--- src/rtl/cache_pkg.sv ---
package cache_pkg;

	// line geometry of the instruction cache
	localparam int WORDS_PER_LINE = 4;
	localparam int WORD_BITS      = 32;
	localparam int LINE_BITS      = WORDS_PER_LINE * WORD_BITS;

	// byte offset inside one line, and the word select part of it
	localparam int OFFSET_BITS   = 4;
	localparam int WORD_SEL_BITS = $clog2(WORDS_PER_LINE);
	localparam int BYTE_SEL_BITS = OFFSET_BITS - WORD_SEL_BITS;

	// controller states
	// IDLE is left once after reset
	// REFILL_REQ raises the memory request, REFILL_WAIT holds it
	typedef enum logic [1:0] {
		IDLE,
		LOOKUP,
		REFILL_REQ,
		REFILL_WAIT
	} cache_state_e;

endpackage

--- src/rtl/fetch_pkg.sv ---
package fetch_pkg;

	// width of the pc and of one instruction word
	localparam int XLEN = 32;

	// byte step between two sequential instructions
	localparam int INST_BYTES = 4;

	// next pc source
	// SEL_MISPRED and SEL_ALU also come in on the redirect port
	typedef enum logic [1:0] {
		SEL_SEQ,
		SEL_PRED,
		SEL_MISPRED,
		SEL_ALU
	} pc_sel_e;

endpackage

--- src/rtl/fetch_credit.sv ---
`timescale 1ns/1ps

module fetch_credit import fetch_pkg::*; #(
	parameter int CREDITS = 4
) (
	input  logic            clk_i,
	input  logic            rst_ni,
	input  logic            issue_i,
	input  logic            credit_return_i,
	input  logic [XLEN-1:0] pc_i,
	input  logic [XLEN-1:0] pc4_i,
	input  logic [XLEN-1:0] inst_i,
	input  logic            pred_taken_i,
	output logic            has_credit_o,
	output logic            inst_valid_o,
	output logic [XLEN-1:0] pc_d_o,
	output logic [XLEN-1:0] inst_d_o,
	output logic [XLEN-1:0] pc4_d_o,
	output logic            pred_taken_d_o
);

	localparam int CW = $clog2(CREDITS + 1);

	logic [CW-1:0] credit_q;

	assign has_credit_o = (credit_q != '0);

	// free slots in the decode buffer
	always_ff @(posedge clk_i or negedge rst_ni) begin
		if (!rst_ni) begin
			credit_q <= CW'(CREDITS);
		end else begin
			case ({issue_i, credit_return_i})
				2'b10:   credit_q <= credit_q - 1'b1;
				2'b01:   credit_q <= credit_q + 1'b1;
				default: credit_q <= credit_q;
			endcase
		end
	end

	// fetch/decode boundary
	always_ff @(posedge clk_i or negedge rst_ni) begin
		if (!rst_ni) begin
			inst_valid_o <= 1'b0;
		end else begin
			inst_valid_o <= issue_i;
		end
	end

	always_ff @(posedge clk_i) begin
		if (issue_i) begin
			pc_d_o         <= pc_i;
			inst_d_o       <= inst_i;
			pc4_d_o        <= pc4_i;
			pred_taken_d_o <= pred_taken_i;
		end
	end

	a_credit_bound: assert property (@(posedge clk_i) disable iff (!rst_ni)
		credit_q <= CREDITS);

	// the controller must never issue into a full decode buffer
	a_issue_has_credit: assert property (@(posedge clk_i) disable iff (!rst_ni)
		issue_i |-> has_credit_o);

endmodule

--- src/rtl/fetch_top.sv ---
`timescale 1ns/1ps

module fetch_top import fetch_pkg::*, cache_pkg::*; #(
	parameter int              NUM_LINES = 16,
	parameter int              CREDITS   = 4,
	parameter int              CNT_W     = 32,
	parameter logic [XLEN-1:0] RESET_PC  = '0
) (
	input  logic                 clk_i,
	input  logic                 rst_ni,
	// branch predictor
	input  logic                 pred_taken_i,
	input  logic [XLEN-1:0]      pred_pc_i,
	// redirect from execute
	input  logic                 redirect_i,
	input  pc_sel_e              redirect_sel_i,
	input  logic [XLEN-1:0]      mispred_pc_i,
	input  logic [XLEN-1:0]      alu_pc_i,
	// decode
	input  logic                 credit_return_i,
	output logic                 inst_valid_o,
	output logic [XLEN-1:0]      pc_d_o,
	output logic [XLEN-1:0]      inst_d_o,
	output logic [XLEN-1:0]      pc4_d_o,
	output logic                 pred_taken_d_o,
	// refill memory
	output logic                 mem_req_valid_o,
	output logic [XLEN-1:0]      mem_req_addr_o,
	input  logic                 mem_ready_i,
	input  logic [LINE_BITS-1:0] mem_line_i,
	// status
	output logic                 stall_o,
	output logic [CNT_W-1:0]     no_acc_o,
	output logic [CNT_W-1:0]     no_hit_o,
	output logic [CNT_W-1:0]     no_miss_o
);

	logic [XLEN-1:0] pc;
	logic [XLEN-1:0] pc4;
	logic [XLEN-1:0] word;
	logic            lookup_hit;
	logic            fill_en;
	logic            issue;
	logic            miss_start;
	logic            has_credit;
	logic            accept_redirect;

	pc_gen #(
		.RESET_PC(RESET_PC)
	) u_pc_gen (
		.clk_i            (clk_i),
		.rst_ni           (rst_ni),
		.advance_i        (issue),
		.pred_taken_i     (pred_taken_i),
		.pred_pc_i        (pred_pc_i),
		.redirect_i       (redirect_i),
		.redirect_sel_i   (redirect_sel_i),
		.mispred_pc_i     (mispred_pc_i),
		.alu_pc_i         (alu_pc_i),
		.accept_redirect_i(accept_redirect),
		.pc_o             (pc),
		.pc4_o            (pc4)
	);

	icache_array #(
		.NUM_LINES(NUM_LINES)
	) u_icache_array (
		.clk_i      (clk_i),
		.rst_ni     (rst_ni),
		.addr_i     (pc),
		.fill_en_i  (fill_en),
		.fill_line_i(mem_line_i),
		.hit_o      (lookup_hit),
		.word_o     (word)
	);

	icache_ctrl #(
		.NUM_LINES(NUM_LINES)
	) u_icache_ctrl (
		.clk_i            (clk_i),
		.rst_ni           (rst_ni),
		.pc_i             (pc),
		.hit_i            (lookup_hit),
		.has_credit_i     (has_credit),
		.redirect_i       (redirect_i),
		.mem_ready_i      (mem_ready_i),
		.issue_o          (issue),
		.miss_start_o     (miss_start),
		.fill_en_o        (fill_en),
		.mem_req_valid_o  (mem_req_valid_o),
		.mem_req_addr_o   (mem_req_addr_o),
		.accept_redirect_o(accept_redirect),
		.stall_o          (stall_o)
	);

	perf_counter #(
		.CNT_W(CNT_W)
	) u_perf_counter (
		.clk_i    (clk_i),
		.rst_ni   (rst_ni),
		.hit_i    (issue),
		.miss_i   (miss_start),
		.no_acc_o (no_acc_o),
		.no_hit_o (no_hit_o),
		.no_miss_o(no_miss_o)
	);

	fetch_credit #(
		.CREDITS(CREDITS)
	) u_fetch_credit (
		.clk_i          (clk_i),
		.rst_ni         (rst_ni),
		.issue_i        (issue),
		.credit_return_i(credit_return_i),
		.pc_i           (pc),
		.pc4_i          (pc4),
		.inst_i         (word),
		.pred_taken_i   (pred_taken_i),
		.has_credit_o   (has_credit),
		.inst_valid_o   (inst_valid_o),
		.pc_d_o         (pc_d_o),
		.inst_d_o       (inst_d_o),
		.pc4_d_o        (pc4_d_o),
		.pred_taken_d_o (pred_taken_d_o)
	);

endmodule

--- src/rtl/icache_array.sv ---
`timescale 1ns/1ps

module icache_array import fetch_pkg::*, cache_pkg::*; #(
	parameter int NUM_LINES = 16
) (
	input  logic                 clk_i,
	input  logic                 rst_ni,
	input  logic [XLEN-1:0]      addr_i,
	input  logic                 fill_en_i,
	input  logic [LINE_BITS-1:0] fill_line_i,
	output logic                 hit_o,
	output logic [XLEN-1:0]      word_o
);

	localparam int IDX_W = $clog2(NUM_LINES);
	localparam int TAG_W = XLEN - IDX_W - OFFSET_BITS;

	logic [NUM_LINES-1:0] valid_q;
	logic [TAG_W-1:0]     tag_q [NUM_LINES];
	// word k of a line sits in slot k at bits [32k+31:32k] of the refill
	logic [WORDS_PER_LINE-1:0][XLEN-1:0] data_q [NUM_LINES];

	logic [IDX_W-1:0]         idx;
	logic [TAG_W-1:0]         tag;
	logic [WORD_SEL_BITS-1:0] wsel;

	assign idx  = addr_i[OFFSET_BITS +: IDX_W];
	assign tag  = addr_i[XLEN-1 -: TAG_W];
	assign wsel = addr_i[BYTE_SEL_BITS +: WORD_SEL_BITS];

	assign hit_o  = valid_q[idx] && (tag_q[idx] == tag);
	assign word_o = data_q[idx][wsel];

	always_ff @(posedge clk_i or negedge rst_ni) begin
		if (!rst_ni) begin
			valid_q <= '0;
		end else if (fill_en_i) begin
			valid_q[idx] <= 1'b1;
		end
	end

	always_ff @(posedge clk_i) begin
		if (fill_en_i) begin
			tag_q[idx]  <= tag;
			data_q[idx] <= fill_line_i;
		end
	end

	a_fill_addr_known: assert property (@(posedge clk_i) disable iff (!rst_ni)
		fill_en_i |-> !$isunknown(addr_i));

endmodule

--- src/rtl/icache_ctrl.sv ---
`timescale 1ns/1ps

module icache_ctrl import fetch_pkg::*, cache_pkg::*; #(
	parameter int NUM_LINES = 16
) (
	input  logic            clk_i,
	input  logic            rst_ni,
	input  logic [XLEN-1:0] pc_i,
	input  logic            hit_i,
	input  logic            has_credit_i,
	input  logic            redirect_i,
	input  logic            mem_ready_i,
	output logic            issue_o,
	output logic            miss_start_o,
	output logic            fill_en_o,
	output logic            mem_req_valid_o,
	output logic [XLEN-1:0] mem_req_addr_o,
	output logic            accept_redirect_o,
	output logic            stall_o
);

	localparam int IDX_W = $clog2(NUM_LINES);
	localparam int TAG_W = XLEN - IDX_W - OFFSET_BITS;

	cache_state_e state_q;
	cache_state_e state_d;
	logic [IDX_W-1:0] line_idx;
	logic [TAG_W-1:0] line_tag;
	logic             lookup_go;

	// a lookup only counts with credit and no redirect in flight
	assign lookup_go    = (state_q == LOOKUP) && has_credit_i && !redirect_i;
	assign issue_o      = lookup_go && hit_i;
	assign miss_start_o = lookup_go && !hit_i;

	assign mem_req_valid_o = (state_q == REFILL_REQ) || (state_q == REFILL_WAIT);
	assign fill_en_o       = mem_req_valid_o && mem_ready_i;

	// refill always fetches the whole line
	assign line_idx       = pc_i[OFFSET_BITS +: IDX_W];
	assign line_tag       = pc_i[XLEN-1 -: TAG_W];
	assign mem_req_addr_o = {line_tag, line_idx, {OFFSET_BITS{1'b0}}};

	// pc may only jump outside of refill, or on the fill edge itself
	assign accept_redirect_o = !mem_req_valid_o || mem_ready_i;

	assign stall_o = mem_req_valid_o || ((state_q == LOOKUP) && !has_credit_i);

	always_comb begin
		state_d = state_q;
		unique case (state_q)
			IDLE: state_d = LOOKUP;
			LOOKUP: begin
				if (miss_start_o) begin
					state_d = REFILL_REQ;
				end
			end
			REFILL_REQ: state_d = mem_ready_i ? LOOKUP : REFILL_WAIT;
			REFILL_WAIT: begin
				if (mem_ready_i) begin
					state_d = LOOKUP;
				end
			end
			default: state_d = IDLE;
		endcase
	end

	always_ff @(posedge clk_i or negedge rst_ni) begin
		if (!rst_ni) begin
			state_q <= IDLE;
		end else begin
			state_q <= state_d;
		end
	end

	// the pc must not move while memory has not taken the request
	a_req_addr_stable: assert property (@(posedge clk_i) disable iff (!rst_ni)
		mem_req_valid_o && !mem_ready_i |=> mem_req_valid_o && $stable(mem_req_addr_o));

	// a line just filled must hit unless the pc moved on the fill edge
	a_fill_then_hit: assert property (@(posedge clk_i) disable iff (!rst_ni)
		fill_en_o |=> !$stable(pc_i) || hit_i);

endmodule

--- src/rtl/pc_gen.sv ---
`timescale 1ns/1ps

module pc_gen import fetch_pkg::*; #(
	parameter logic [XLEN-1:0] RESET_PC = '0
) (
	input  logic            clk_i,
	input  logic            rst_ni,
	input  logic            advance_i,
	input  logic            pred_taken_i,
	input  logic [XLEN-1:0] pred_pc_i,
	input  logic            redirect_i,
	input  pc_sel_e         redirect_sel_i,
	input  logic [XLEN-1:0] mispred_pc_i,
	input  logic [XLEN-1:0] alu_pc_i,
	input  logic            accept_redirect_i,
	output logic [XLEN-1:0] pc_o,
	output logic [XLEN-1:0] pc4_o
);

	logic [XLEN-1:0] pc_q;
	logic [XLEN-1:0] pc_next;
	logic [XLEN-1:0] redir_pc;
	logic            pend_q;
	pc_sel_e         pend_sel_q;
	logic [XLEN-1:0] pend_pc_q;
	logic            load;
	pc_sel_e         sel;

	assign pc4_o = pc_q + XLEN'(INST_BYTES);
	assign pc_o  = pc_q;

	// target of the live redirect
	assign redir_pc = (redirect_sel_i == SEL_ALU) ? alu_pc_i : mispred_pc_i;

	// a live redirect wins over a pending one, both win over advance
	always_comb begin
		load = 1'b0;
		sel  = SEL_SEQ;
		if (accept_redirect_i && (redirect_i || pend_q)) begin
			load = 1'b1;
			sel  = redirect_i ? redirect_sel_i : pend_sel_q;
		end else if (advance_i) begin
			load = 1'b1;
			sel  = pred_taken_i ? SEL_PRED : SEL_SEQ;
		end
	end

	always_comb begin
		unique case (sel)
			SEL_SEQ:     pc_next = pc4_o;
			SEL_PRED:    pc_next = pred_pc_i;
			SEL_MISPRED: pc_next = redirect_i ? mispred_pc_i : pend_pc_q;
			SEL_ALU:     pc_next = redirect_i ? alu_pc_i : pend_pc_q;
			default:     pc_next = pc4_o;
		endcase
	end

	always_ff @(posedge clk_i or negedge rst_ni) begin
		if (!rst_ni) begin
			pc_q   <= RESET_PC;
			pend_q <= 1'b0;
		end else begin
			if (load) begin
				pc_q <= pc_next;
			end
			// keep a redirect seen during refill until the controller lets it in
			if (accept_redirect_i) begin
				pend_q <= 1'b0;
			end else if (redirect_i) begin
				pend_q <= 1'b1;
			end
		end
	end

	always_ff @(posedge clk_i) begin
		if (!accept_redirect_i && redirect_i) begin
			pend_sel_q <= redirect_sel_i;
			pend_pc_q  <= redir_pc;
		end
	end

endmodule

--- src/rtl/perf_counter.sv ---
`timescale 1ns/1ps

module perf_counter #(
	parameter int CNT_W = 32
) (
	input  logic             clk_i,
	input  logic             rst_ni,
	input  logic             hit_i,
	input  logic             miss_i,
	output logic [CNT_W-1:0] no_acc_o,
	output logic [CNT_W-1:0] no_hit_o,
	output logic [CNT_W-1:0] no_miss_o
);

	// step by one, stick at all ones
	function automatic logic [CNT_W-1:0] sat_inc(input logic [CNT_W-1:0] v, input logic en);
		if (en && (v != '1)) begin
			return v + 1'b1;
		end
		return v;
	endfunction

	always_ff @(posedge clk_i or negedge rst_ni) begin
		if (!rst_ni) begin
			no_acc_o  <= '0;
			no_hit_o  <= '0;
			no_miss_o <= '0;
		end else begin
			no_acc_o  <= sat_inc(no_acc_o, hit_i || miss_i);
			no_hit_o  <= sat_inc(no_hit_o, hit_i);
			no_miss_o <= sat_inc(no_miss_o, miss_i);
		end
	end

endmodule

--- config.mk ---
export PLATFORM = sky130hd
export DESIGN_NAME = fetch_top
export DESIGN_NICKNAME = d
export VERILOG_FILES = /design/src/rtl/cache_pkg.sv /design/src/rtl/fetch_pkg.sv /design/src/rtl/fetch_credit.sv /design/src/rtl/fetch_top.sv /design/src/rtl/icache_array.sv /design/src/rtl/icache_ctrl.sv /design/src/rtl/pc_gen.sv /design/src/rtl/perf_counter.sv
export SDC_FILE = /design/constraint.sdc
export NUM_CORES = 2
export LEC_CHECK = 0
export BUFFER_PORTS_ARGS = -buffer_cell sky130_fd_sc_hd__buf_2
export CORE_UTILIZATION = 55
export CTS_CLUSTER_DIAMETER = 100
export DETAILED_ROUTE_END_ITERATION = 10
export PLACE_DENSITY = 0.75
export SLEW_MARGIN = 20
export SYNTH_ARGS = -nofsm -noshare
export SYNTH_HDL_FRONTEND = slang
export SYNTH_SLANG_ARGS = --single-unit
--- constraint.sdc ---
create_clock -name clk_i -period 10.03 [get_ports clk_i]
set_input_delay 0.5015 -clock clk_i [delete_from_list [all_inputs] [get_ports clk_i]]
set_output_delay 0.5015 -clock clk_i [all_outputs]
set_load 0.02 [all_outputs]
==> tab_implementation.tex <==
\begin{tabular}{lr}
\hline
Metric & Value \\
\hline
\multicolumn{2}{l}{\textbf{Timing}} \\
\quad Period utilisation layout & 0.6233 \\
\quad Final worst slack & 3.778 ns \\
\quad Final hold slack & 0.03752 ns \\
\quad Final count of negative-setup-slack endpoints & 0 \\
\quad Slew at the pin with the worst max-slew slack & 1.128 ns \\
\quad RSZ-0062 raised after global routing & no \\
\quad Max transition margin & 0.2480 \\
\quad Final number of hold-violating endpoints & 0 \\
\quad Sum of negative setup slack & 0 ns \\
\quad Final critical-path required period & 6.252 ns \\
\quad Maximum achievable frequency & 160.0 MHz \\
\quad Number of pins exceeding their max-slew limit in the final report & 0 \\
\quad Worst Clk Skew & 0.05929 ns \\
\multicolumn{2}{l}{\textbf{Yosys}} \\
\quad Number of synthesis warnings & 0 \\
\quad Top cell types by occurrence after synthesis & 2,561 x edfxtp\_1, 724 x mux4\_2, 150 x dfrtp\_1 \\
\quad Post-Synthesis Cell Area & 106,000 um\^{}2 \\
\quad Adder-cell share of the synthesized area & 0.001252 \\
\quad Post-synth EDFFs & 2,561 \\
\quad Dominant combinational cell family by area after synthesis & multiplexers \\
\quad Dominant cell by count in the synthesized netlist & edfxtp\_1 \\
\quad Count of mapped cells out of synthesis & 4,820 \\
\quad Post-synthesis compound-gate area fraction & 0.01523 \\
\quad Top flip-flop cell by instance count after synthesis & edfxtp\_1 \\
\quad Post-synthesis share of cell area spent on and, or, nand and nor gates & 0.02401 \\
\quad Post-synthesis cell type count & 79 \\
\quad Post-synthesis xor/xnor area fraction & 0.01232 \\
\quad Fraction of synthesized area in multiplexers & 0.1709 \\
\quad Part of the Yosys area used for sequential elements & 0.7615 \\
\quad Avg Synthesized Cell Area & 21.98 um\^{}2 \\
\quad Post-synthesis register bit count & 2,712 \\
\quad Proportion of register bits with asynchronous set or reset after synthesis & 0.05568 \\
\quad Cell taking the most area after synthesis & edfxtp\_1 \\
\quad Top-area cell type share of the netlist area & 0.7258 \\
\quad Area contributors post-synth & edfxtp\_1 73\%, mux4\_2 15\%, dfrtp\_1 3.5\% \\
\multicolumn{2}{l}{\textbf{Global routing}} \\
\quad Vias in the first global route & 54,894 \\
\quad GRT Residual Overflow & 0 \\
\quad Pin count of the biggest net entering global routing & 116 \\
\quad Total routing usage reported by global routing & 0.2770 \\
\quad Wire length of the first global-routing pass & 383.7 mm \\
\quad Number of antenna violations at the first check in global routing & 47 \\
\multicolumn{2}{l}{\textbf{Drt}} \\
\quad Remaining number of nets flagged by the antenna check after routing & 0 \\
\quad Routed Wire Length & 267.6 mm \\
\quad Routed met3 length & 20.97 mm \\
\quad Avg Vias per Cell & 6.455 \\
\quad 1st-pass router iterations & 6 \\
\quad Wire length per cell after detailed routing & 32.13 um \\
\quad Max Used Layer & met5 \\
\quad Drt drc & 0 \\
\quad Total number of vias & 53,780 \\
\quad Detailed-routed wire length on met2 & 138.0 mm \\
\quad Initial DRC count & 6,435 \\
\quad Wire length on met1 & 97.59 mm \\
\multicolumn{2}{l}{\textbf{Placed design}} \\
\quad Area after detailed placement & 111,200 um\^{}2 \\
\quad Dpl ws & 3.886 ns \\
\quad Port Buffer Count & 455 \\
\quad Detailed placement HPWL & 136.7 mm \\
\quad Placed instance count & 7,603 \\
\quad Final weighted congestion in routability-driven placement & 0.8721 \\
\multicolumn{2}{l}{\textbf{Run}} \\
\quad Max\_cap viols & 0 \\
\multicolumn{2}{l}{\textbf{Setup path}} \\
\quad CP max FO & 89 \\
\quad Kind of cell with the highest combined delay on the critical path & simple AND/OR/NAND/NOR gates \\
\quad Worst path slowest cell & nand2\_1 \\
\quad Critical path launch point type & flop \\
\quad Critical Path AT & 7.05 ns \\
\quad Timing endpoint of the critical path & u\_pc\_gen.pc\_o[11] \\
\quad Type of element capturing the critical path & flop \\
\quad Longest individual stage delay on the worst path & 1.02 ns \\
\quad Capturing point of the worst reg2reg path & u\_pc\_gen.pc\_o[11] \\
\quad Crit-path cells & buf\_4, buf\_12, nor2b\_1, a22oi\_1, nand2\_1, xor2\_1, a211oi\_1, and4\_1, nand4\_1, nand2\_1, o21ai\_0, o2bb2ai\_1, dlygate4sd3\_1 \\
\quad Worst Reg2Reg Path Length in Cells & 13 \\
\quad Required time of the worst setup path & 10.83 ns \\
\quad Critical Path Start & u\_pc\_gen.pc\_o[7] \\
\quad Worst R2R Setup Slack & 3.78 ns \\
\quad Critical path depth in cells & 13 \\
\quad RR Startpoint & u\_pc\_gen.pc\_o[7] \\
\quad Buffering stage count on the worst path with inverters included & 3 \\
\quad Crit path top cell by count & nand2\_1 \\
\quad Type of the worst setup path & flop to flop \\
\multicolumn{2}{l}{\textbf{CTS}} \\
\quad Clock-pin transition on the worst setup and hold timing paths & 0.06 ns \\
\quad CTS buffer count & 286 \\
\quad Clock Tree Root & clkbuf\_16 \\
\quad Number of buffers between clock root and the deepest sink & 4 \\
\quad Sinks on Clock Net & 2,712 \\
\quad Clock tree from TritonCTS & built \\
\quad Number of setup buffers added after CTS & 0 \\
\quad Worst skew pair latency & 0.93 ns \\
\quad H-tree depth & 5 \\
\multicolumn{2}{l}{\textbf{Layout}} \\
\quad Share of cells above drive strength 1 & 0.3081 \\
\quad Post-Route Utilization & 0.6402 \\
\quad P\&R area growth vs syn & 15.28\% \\
\quad Number of cells in the finished layout apart from fillers & 8,331 \\
\quad Final standard cell area without fillers & 122,100 um\^{}2 \\
\quad Nets@finish & 5,846 \\
\multicolumn{2}{l}{\textbf{Floorplan}} \\
\quad Die boundary height & 440.9 um \\
\quad Width of the die & 440.9 um \\
\quad FP Rows & 160 \\
\quad Core footprint & 190,800 um\^{}2 \\
\quad Ports & 460 \\
\quad Overall die area & 194,400 um\^{}2 \\
\quad Initial standard-cell utilization of the core & 0.5554 \\
\multicolumn{2}{l}{\textbf{Run status}} \\
\quad Status & finished, final reports clean \\
\multicolumn{2}{l}{\textbf{Hold path}} \\
\quad Path class of the lowest-slack min-delay path & input pin to async pin \\
\multicolumn{2}{l}{\textbf{Pwr}} \\
\quad Power after layout & 32.08 mW \\
\quad Leakage power total & 40.73 nW \\
\quad Max IR drop VDD & 277.2 uV \\
\quad Total power divided by cell area & 262.6 nW/um\^{}2 \\
\hline
\end{tabular}
==> what timing repair did <==
item                                    CTS  global route
resized for setup                         0             0
endpoints found under the hold margin  2132             0
hold buffers                            223             0
==> report_power, final <==
group | switching (mW) | internal, mW
registers | 0.400 | 13.2
logic | 4.51 | 3.97
clock network | 4.19 | 5.77
==> logic make-up after synthesis <==
kind of cell	count (synthesis)
AND/OR/NAND/NOR	488
multiplexers	897
XOR/XNOR	149
AO/OA/AOI/OAI	230
other	1
flip-flops	2712
buffers and inverters	333
adder cells (fa/ha/maj)	10
==> cell type report <==
cell class,instances,area (um^2)
Fill cell,12203,68640
Multi-Input combinational cell,1778,23860
Tap cell,2511,3142
Sequential cell,2712,80710
Timing Repair Buffer,779,5535
Inverter,47,181.4
Antenna cell,26,65.06
Clock buffer,351,7567
Clock inverter,127,1084
==> registers in the layout (all words and copies together), names as in the netlist, 16 cells and up <==
name and cells:
u_fetch_credit.inst_d_o 32, u_fetch_credit.pc4_d_o 32, u_fetch_credit.pc_d_o 30, u_icache_array.data_q 2048, u_icache_array.tag_q 384, u_icache_array.valid_q 16, u_pc_gen.pc_o 32, u_pc_gen.pend_pc_q 32
u_perf_counter.no_acc_o 32, u_perf_counter.no_hit_o 32, u_perf_counter.no_miss_o 32
==> routing by layer <==
| layer | up-vias | global-route usage |
|---|---|---|
| li1 | 21704 | - |
| met1 | 28426 | 0.3572 |
| met2 | 3039 | 0.4716 |
| met3 | 607 | 0.04585 |
| met4 | 4 | 0.1118 |
| met5 | - | 0 |
==> worst min path at each step <==
stage / endpoint / cells past startpoint
finish: u_pc_gen.pc_o[30] / 2
floorplan: u_fetch_credit.credit_q[0] / 0
global route: u_pc_gen.pc_o[30] / 2
CTS: u_pc_gen.pc_o[10] / 5
global placement: u_icache_array.valid_q[6] / 1
detailed placement: u_icache_array.valid_q[6] / 1
==> cell usage in the layout, fill, tap and decap left out, types with 54 or more instances in the layout <==
master / count
edfxtp_1: 2561
mux4_2: 724
buf_2: 454
clkbuf_16: 291
dlygate4sd3_1: 223
dfrtp_1: 144
mux2i_1: 117
nand2_1: 105
nor2_1: 97
xnor2_1: 95
buf_4: 80
nand3_1: 76
o21ai_0: 59
mux2_2: 56
xor2_1: 54
clkbuf_1: 54
Note: power is estimated with default switching activity, not from simulation.
